$ cat src/source/cache_geometry_pkg.sv
`default_nettype none

package cache_geometry_pkg;

	// Direct-mapped geometry shared by both caches.
	localparam int INDEX_BITS = 6;
	localparam int LINES = 1 << INDEX_BITS;
	localparam int WORD_BITS = 32;
	localparam int TAG_BITS = 30;

	typedef logic [INDEX_BITS-1:0] line_index_t;
	typedef logic [TAG_BITS-1:0] word_tag_t;

	// Data cache entry is {data, word tag, dirty, valid}.
	localparam int DCACHE_ENTRY_BITS = WORD_BITS + TAG_BITS + 2;
	localparam int DC_VALID_BIT = 0;
	localparam int DC_DIRTY_BIT = 1;
	localparam int DC_TAG_LSB = 2;
	localparam int DC_DATA_LSB = DC_TAG_LSB + TAG_BITS;

	// Instruction cache entry is {data, word tag, valid}.
	localparam int ICACHE_ENTRY_BITS = WORD_BITS + TAG_BITS + 1;
	localparam int IC_VALID_BIT = 0;
	localparam int IC_TAG_LSB = 1;
	localparam int IC_DATA_LSB = IC_TAG_LSB + TAG_BITS;

	// Which cache drives the shared memory bus.
	typedef enum logic {
		OWNER_DATA,
		OWNER_INSTR
	} bus_owner_t;

endpackage

`default_nettype wire

$ cat src/source/memory_map_pkg.sv
`default_nettype none

package memory_map_pkg;

	// Byte address and data word of the shared memory bus.
	typedef logic [31:0] bus_addr_t;
	typedef logic [31:0] bus_data_t;

	// Top address nibble of the SDRAM region, the only region that is cached.
	localparam logic [3:0] CACHEABLE_REGION = 4'h2;

endpackage

`default_nettype wire

$ cat src/source/bus_arbiter.sv
`timescale 1ns/1ps
`default_nettype none

module bus_arbiter
	import memory_map_pkg::*;
	import cache_geometry_pkg::*;
(
	input  wire            i_clock,
	input  wire            i_rst,
	input  wire            i_data_request,
	input  wire            i_data_rw,
	input  wire bus_addr_t i_data_address,
	input  wire bus_data_t i_data_wdata,
	output logic           o_data_ready,
	input  wire            i_instr_request,
	input  wire bus_addr_t i_instr_address,
	output logic           o_instr_ready,
	output bus_data_t      o_rdata,
	output logic           o_bus_request,
	output logic           o_bus_rw,
	output bus_addr_t      o_bus_address,
	output bus_data_t      o_bus_wdata,
	input  wire            i_bus_ready,
	input  wire bus_data_t i_bus_rdata
);

	bus_owner_t owner;
	logic owner_idle;
	bus_owner_t grant;
	logic owner_request;
	logic grant_request;

	// Owner holds the bus while it keeps requesting, otherwise the data side wins.
	always_comb begin
		owner_request = (owner == OWNER_DATA) ? i_data_request : i_instr_request;
		if (!owner_idle && owner_request) begin
			grant = owner;
		end else if (i_data_request) begin
			grant = OWNER_DATA;
		end else begin
			grant = OWNER_INSTR;
		end
		grant_request = (grant == OWNER_DATA) ? i_data_request : i_instr_request;
	end

	always_ff @(posedge i_clock) begin
		if (i_rst) begin
			owner <= OWNER_DATA;
			owner_idle <= 1'b1;
		end else begin
			owner <= grant;
			owner_idle <= !grant_request;
		end
	end

	// ====================================================================
	// Bus routing
	// ====================================================================
	always_comb begin
		if (grant == OWNER_DATA) begin
			o_bus_request = i_data_request;
			o_bus_rw = i_data_rw;
			o_bus_address = i_data_address;
			o_bus_wdata = i_data_wdata;
		end else begin
			o_bus_request = i_instr_request;
			o_bus_rw = 1'b0;
			o_bus_address = i_instr_address;
			o_bus_wdata = '0;
		end
	end

	assign o_data_ready = i_bus_ready && grant == OWNER_DATA && i_data_request;
	assign o_instr_ready = i_bus_ready && grant == OWNER_INSTR && i_instr_request;
	assign o_rdata = i_bus_rdata;

endmodule

`default_nettype wire

$ cat config.mk
export PLATFORM = sky130hd
export DESIGN_NAME = bus_arbiter
export DESIGN_NICKNAME = d
export VERILOG_FILES = /design/src/source/cache_geometry_pkg.sv /design/src/source/memory_map_pkg.sv /design/src/source/bus_arbiter.sv
export SDC_FILE = /design/constraint.sdc
export NUM_CORES = 1
export LEC_CHECK = 0
export BUFFER_PORTS_ARGS = -buffer_cell sky130_fd_sc_hd__buf_2
export CAP_MARGIN = 25
export CELL_PAD_IN_SITES_DETAIL_PLACEMENT = 0
export CELL_PAD_IN_SITES_GLOBAL_PLACEMENT = 1
export CORE_UTILIZATION = 17
export DETAILED_ROUTE_END_ITERATION = 6
export PLACE_DENSITY = 0.84
export SYNTH_ARGS = -nofsm -noshare
export SYNTH_HDL_FRONTEND = slang
export SYNTH_SLANG_ARGS = --single-unit
$ cat constraint.sdc
create_clock -name i_clock -period 1.1 [get_ports i_clock]
set_input_delay 0.055 -clock i_clock [delete_from_list [all_inputs] [get_ports i_clock]]
set_output_delay 0.055 -clock i_clock [all_outputs]
set_load 0.03 [all_outputs]
# After elaboration in Yosys (flattened, before gate mapping)
# Index checks and enable logic that the tools add are counted.
# op_classes
n_mux	7
bitwise	1
reduce_logical	7
# op_table
op	n
2-to-1 mux 32 bit	2
logical AND 1 bit	5
2-to-1 mux 1 bit	5
zero test 1 bit	2
inverter 1 bit	1
# word_totals
regBits	2
out_inout_bits	100
word_cells	17

# Logic depth before layout (Yosys ltp)
# Gate-level depths: netlist of the first run.
# depth
depth_word	6
mapped_depth	5

# Least setup slack after synthesis of the first run
# Ideal clock, no wire load.
# synth_path
path_type	register to output
start	reg owner
end	out o_bus_address[0]
t_arrival_ns	1.258
required_ns	1.045
path_slack_ns	-0.213
stages_incl_launch_ff	5
n_path_buf	2
cell_sequence	dfxtp_1 -> buf_4 -> and3b_1 -> buf_6 -> o211ai_1
# synth_between
elab_chain_len	4
# synth_lines
item	line	source
start, declared	bus_arbiter.sv:27	bus_owner_t owner;
start signal, assigned	bus_arbiter.sv:51	owner <= grant;
2-to-1 mux 1 bit	bus_arbiter.sv:35	owner_request = (owner == OWNER_DATA) ? i_data_request : i_instr_request;
logical AND 1 bit	bus_arbiter.sv:36	if (!owner_idle && owner_request) begin
2-to-1 mux 1 bit *	bus_arbiter.sv:36	
2-to-1 mux 32 bit *	bus_arbiter.sv:60	if (grant == OWNER_DATA) begin
end, declared	bus_arbiter.sv:21	output bus_addr_t o_bus_address,
# Mark *: on every way between the ends. The rest lies on a longest branch, timed or not.

# Worst setup path after layout of the first run
# layout_path
start	reg owner_idle
end	out o_bus_address[31]
# layout_between
elab_chain_len	4
# layout_lines
item	line	source
start, declared	bus_arbiter.sv:28	logic owner_idle;
start signal, assigned	bus_arbiter.sv:52	owner_idle <= !grant_request;
zero test 1 bit	bus_arbiter.sv:36	
logical AND 1 bit	bus_arbiter.sv:36	
2-to-1 mux 1 bit	bus_arbiter.sv:36	
2-to-1 mux 32 bit	bus_arbiter.sv:60	
# Every way passes these cells.

==> summary.txt, run 1 <==
Status
  – Status: complete, but fails checks
  – Failing checks: negative setup slack

Synth
  – Post-synthesis mux area share: 0%
  – Syn_nets: 367
  – FF+latch count, synth: 2
  – Largest family of logic cells by synthesized area: simple AND/OR/NAND/NOR gates
  – Post-Synth Adder-Cell Area: 0%
  – Mapped Cells: 233
  – Cell Area, Synth: 0.00173 mm^2
  – Post-synthesis simple-gate area fraction: 49.9%
  – Post-Syn Area per Cell: 7.44 um^2
  – Post-synthesis sequential area ratio: 2.31%
  – Synth Area in XOR/XNOR: 0%
  – Yosys warning count: 0
  – Distinct cells, synth: 16
  – Post-synthesis compound-gate area fraction: 23.1%

Floorplan
  – Die area: 0.0106 mm^2
  – Die Ht: 103 um
  – Initial Util: 17.7%
  – Die X-Extent: 103 um
  – Top-Level Pins: 234
  – Core Area: 0.00982 mm^2
  – # rows: 36

Clock tree
  – Clock sinks: 2
  – Max clock buf depth: 2
  – Reg clk slew, reported paths: 0.03 ns
  – TritonCTS Buffers: 3
  – Root Driver: clkbuf_8
  – CTS tree: done
  – Worst-Skew Late Latency: 0.21 ns
  – Cts hold-fix bufs: 0
  – H-tree depth: 1

Final layout
  – Layout Nets: 497
  – Non-filler cells in the finished layout: 494
  – Commonest non-fill, non-tap cell in the layout: buf_2
  – Antenna fix cells: 0
  – P&R area growth vs syn: 78.8%
  – Design Area, Final: 0.00310 mm^2
  – Final Util: 31.6%
  – Commonest cells after routing, fill and taps aside: buf_2, and3_1, nand2_1, nand2b_1, nand4b_1
  – Layout cells sized above 1: 62.3%

Critical path
  – Top delay family on crit path: simple AND/OR/NAND/NOR gates
  – Crit path cell chain: and3b_4 -> buf_6 -> o211ai_1 -> buf_4
  – CP max stage cell: and3b_4
  – CP startpoint kind: flop
  – Crit end category: output port
  – CP Data Required Time: 1.04 ns
  – Crit path max fanout: 5
  – Critical path class: reg2out
  – CP max stage delay: 0.39 ns
  – Worst Path Arrival: 1.39 ns
  – Buf/Inv on CP: 2

Drt
  – Vias: 2245
  – First DRT Iteration DRCs: 92
  – WL/cell: 14.6 um
  – Routed Antenna Nets: 0
  – Vias per inst: 4.54
  – Pre-Repair DR Iteration Count: 4
  – DRC Markers: 0
  – WL final: 7230 um

Power
  – Power per cell area: 602 mW/mm^2
  – Leakage: 1.44 nW
  – Worst VDD drop: 0.000295 V
  – Final Power: 1.87 mW

Timing
  – Tmin final: 1.44 ns
  – Fmax: 693 MHz
  – Max Slew Vio Count: 0
  – RSZ-0062 raised after global routing: true
  – Final worst setup slack: -0.343 ns
  – Worst slew margin: 83.6%
  – Final Hold Vio Count: 0
  – Setup Skew: 0.00299 ns
  – Final setup fails: 68
  – TNS Setup: -20.84 ns
  – Tightest Pin Transition: 0.247 ns
  – Crit share post-route: 131%

Place
  – DP Area: 0.00276 mm^2
  – Port-buffer cells: 169
  – Number of cells after detailed placement: 487
  – Dpl hpwl: 5650 um
  – Final RePlAce weighted congestion: 0.758

Global routing
  – GRT Overall Usage: 12.1%
  – GRT overflow: 0
  – Largest net degree at the start of global routing: 60
  – Initial antenna violation count: 0
  – Number of global-route vias before repair: 1996
  – First-pass GRT wire length: 9960 um

Run
  – Max Cap Viol: 0

Hold path
  – Min-delay worst type: in2reg
[final timing paths]
| kind | from | to | slack, ns | cells past startpoint |
|---|---|---|---|---|
| setup / recovery | owner_idle | o_bus_address[31] | -0.34 | 4 |
| hold reg to reg | owner | owner | 0.90 | 4 |
| hold / removal | i_rst | owner | 0.01 | 2 |
| setup reg to reg | owner_idle | owner | -0.04 | 4 |
[per-layer routing]
| metal | up-vias | share of wire (%) | GRT usage, % | routed length [um] |
|---|---|---|---|---|
| met2 | 138 | 54 | 24.7 | 3930 |
| met5 | - | 0 | 0 | 0 |
| met4 | 0 | 0.91 | 2.49 | 66 |
| met1 | 1034 | 37 | 12.9 | 2640 |
| met3 | 6 | 8.2 | 1.83 | 592 |
| li1 | 1067 | - | - | - |
[Yosys cell counts]
library cell | count | area, um^2
nand4b_1 | 32 | 280
nand2_1 | 33 | 124
buf_6 | 2 | 22.5
buf_2 | 7 | 35.0
o211ai_2 | 30 | 375
buf_4 | 34 | 255
nand2b_1 | 34 | 213
dfxtp_1 | 2 | 40.0
a21oi_1 | 2 | 10.0
o211ai_1 | 2 | 15.0
and3_1 | 34 | 213
and3b_1 | 1 | 8.76
buf_12 | 3 | 60.1
nand3b_4 | 1 | 20.0
or2_1 | 1 | 6.26
clkbuf_1 | 15 | 56.3
[state kept, by name, indices dropped and copies added (netlist names)]
signal	cells
owner_idle	1
owner	1
[final cells by class]
type,instances,area [um^2]
fill,1073,6720
multi-input combinational,171,1560
timing repair buffer,185,1280
tap,133,166
sequential,2,45.0
clock buffer,3,41.3
[logic make-up (layout without fill, tap and decap cells)]
group / Yosys count / count (layout)
DFF: 2 / 2
buffers and inverters: 61 / 188
and+or+nand+nor: 136 / 137
AOI/OAI and AO/OA: 34 / 34
[metrics by stage]
step	hold WS [ns]	worst slack, ns
after CTS	0.0152	-0.374
after global routing	0.0182	-0.397
after detailed placement	0.110	-0.176
after global placement	0.110	-0.149
final	0.0132	-0.343
after floorplan	0.124	-0.180
[report_power, final]
| group | switching (mW) | internal (mW) | total (mW) |
|---|---|---|---|
| logic | 0.823 | 0.678 | 1.50 |
| clock network | 0.0500 | 0.231 | 0.281 |
| registers | 0.00605 | 0.0778 | 0.0838 |
| total | 0.879 | 0.986 | 1.87 |
[worst reg2reg max path, stage by stage (launching register included)]
cell and delay [ns]:
dfxtp_4 0.34, buf_4 0.14, nand3b_4 0.26, buf_4 0.20, a21oi_1 0.13
[repair_timing]
item / 4_1_cts / 5_1_grt
resized for setup: 79 / 2
pin swaps: 1 / 1
buffers inserted: 2 / 1
endpoints found under the hold margin: 0 / 0
endpoints found under the setup margin: 67 / 68
gates cloned: 1 / 1
Power figures use the tool's default switching activity.
==> run 2: changes to the inputs <==
--- a/config.mk
+++ b/config.mk
@@ -11,7 +11,7 @@
 export CELL_PAD_IN_SITES_GLOBAL_PLACEMENT = 1
 export CORE_UTILIZATION = 17
 export DETAILED_ROUTE_END_ITERATION = 6
-export PLACE_DENSITY = 0.84
+export PLACE_DENSITY_LB_ADDON = 0.1
 export SYNTH_ARGS = -nofsm -noshare
 export SYNTH_HDL_FRONTEND = slang
 export SYNTH_SLANG_ARGS = --single-unit
==> run 2 against run 1 <==
The run still ends with negative setup slack left. Largest cell class unchanged. Cell count rose by 1.2%. Register-to-register slack gained 0.23 ns. Worst hold slack got worse by 0.0046 ns. Flip-flop and latch count unchanged. First-iteration DRC count is 33% lower. Final area increased by 5.0%. Sequential share of layout area fell by 0.15 points. Worst setup slack improved by 0.020 ns. Global-route usage is 1.4 points higher.
==> summary.txt, run 2 (synthesized netlist as in run 1, its figures left out) <==
Drt
  – Vias: 2279
  – Vias per inst: 4.56
  – Routed Antenna Nets: 0
  – First DRT Iteration DRCs: 62
  – WL final: 7620 um
  – Pre-Repair DR Iteration Count: 4
  – WL/cell: 15.2 um
  – DRC Markers: 0

Timing
  – Tightest Pin Transition: 0.280 ns
  – Tmin final: 1.42 ns
  – Final Hold Vio Count: 0
  – RSZ-0062 raised after global routing: true
  – Worst hold slack: 0.00856 ns
  – Fmax: 703 MHz
  – Crit share post-route: 129%
  – Max Slew Vio Count: 0
  – Final worst setup slack: -0.323 ns
  – Final setup fails: 67
  – Worst slew margin: 81.3%
  – Setup Skew: 0.000257 ns
  – TNS Setup: -16.97 ns

Critical path
  – Crit path top cell by count: buf_12
  – Crit path cell chain: and3b_4 -> buf_12 -> buf_12 -> o211ai_4 -> buf_6
  – Crit path launch: owner_idle
  – Worst path depth: 5
  – Top delay family on crit path: buffers and inverters
  – Reg-to-Reg End: owner
  – Critical path destination: o_bus_address[20]
  – RR Startpoint: owner_idle
  – CP max stage delay: 0.33 ns
  – Worst Path Arrival: 1.37 ns
  – Buf/Inv on CP: 3
  – Critical path class: reg2out
  – CP Data Required Time: 1.04 ns
  – R2R Setup Slk: 0.19 ns
  – CP max stage cell: and3b_4
  – Crit path max fanout: 8
  – Worst reg2reg path depth: 3
  – CP startpoint kind: flop
  – Crit end category: output port

Power
  – Leakage: 1.50 nW
  – Worst VDD drop: 0.000343 V
  – Final Power: 1.94 mW
  – Power per cell area: 595 mW/mm^2

Hold path
  – Min-delay worst type: in2reg
  – Hold path depth: 2
  – Worst Hold Launch: i_rst

Clock tree
  – Max clock buf depth: 2
  – CTS tree: done
  – Reg clk slew, reported paths: 0.03 ns
  – TritonCTS Buffers: 3
  – Worst-Skew Late Latency: 0.21 ns
  – Root Driver: clkbuf_8
  – H-tree depth: 1
  – Clock sinks: 2

Place
  – Dpl hpwl: 5430 um
  – Number of cells after detailed placement: 488
  – DP Worst Slack: -0.160 ns
  – Final RePlAce weighted congestion: 0.826
  – Port-buffer cells: 169
  – DP Area: 0.00275 mm^2

Global routing
  – GRT busiest layer: met2
  – First-pass GRT wire length: 11200 um
  – Initial antenna violation count: 1
  – Met3 Track Usage GR: 3.39%
  – Met1 Usage GRT: 15.8%
  – Met2 global-route usage: 25.0%
  – Largest net degree at the start of global routing: 27
  – Number of global-route vias before repair: 2282
  – GRT overflow: 0
  – GRT Overall Usage: 13.5%

Status
  – Status: complete, but fails checks
  – Failing checks: negative setup slack

Floorplan
  – Die Ht: 103 um
  – # rows: 36
  – Die area: 0.0106 mm^2
  – Initial Util: 17.7%
  – Top-Level Pins: 234
  – Core Area: 0.00982 mm^2
  – Die X-Extent: 103 um

Final layout
  – Layout cells sized above 1: 64.2%
  – Non-filler cells in the finished layout: 500
  – Layout Nets: 502
  – Commonest non-fill, non-tap cell in the layout: buf_2
  – Design Area, Final: 0.00326 mm^2
  – Register area: 42.5 um^2
  – P&R area growth vs syn: 87.8%
  – # fillers: 1100
  – Final Util: 33.2%
  – Largest regs: owner (1), owner_idle (1)
  – Commonest cells after routing, fill and taps aside: buf_2, buf_6, nand2b_1
  – Multi-input gate area: 0.00163 mm^2

Run
  – Max Cap Viol: 0
[run 2: changes by cell type in the layout (fill, tap and decap cells not counted), moves of 2 or more]
cell      delta
buf_2       -12
buf_4        +5
and3_4       +7
buf_6       +10
nand3b_4     +2
and3_1       -7
[run 2: how the worst min path moves through the flow]
stage / end / slack [ns]
floorplan: owner / 0.12
global placement: o_rdata[11] / 0.11
detailed placement: o_rdata[11] / 0.11
CTS: owner / 0.005
global route: owner / 0.01
finish: owner / 0.009
[run 2: report_power, final]
part	leakage, nW	internal [mW]	switching, mW
Sequential	0.0169	0.0789	0.00510
Clock	0.0216	0.231	0.0540
Combinational	1.46	0.728	0.839
[run 2: worst register-to-register path, cell delays in order (launching register included)]
cell	delay, ns
dfxtp_2	0.31
buf_4	0.15
nand3b_4	0.22
a21oi_1	0.16
[run 2: layout make-up]
| cell class | instances | area share (%) |
|---|---|---|
| Antenna cell | 1 | 0.0768 |
| Clock buffer | 3 | 1.27 |
| Multi-Input combinational cell | 173 | 49.9 |
| Sequential cell | 2 | 1.31 |
| Tap cell | 133 | 5.11 |
| Timing Repair Buffer | 188 | 42.3 |
[run 2: per-layer routing]
layer  vias to the layer above  wire length, um
met2                       122             3970
li1                       1080                -
met3                         8              687
met1                      1069             2930
met5                         -                0
met4                         0               27
[run 2: timing repair]
item                       in CTS  in global routing
pin swaps                       8                  3
buffers inserted                4                  1
hold buffers                    0                  0
gates cloned                    4                  1
resized for setup             103                 11
setup endpoints to repair      67                 67
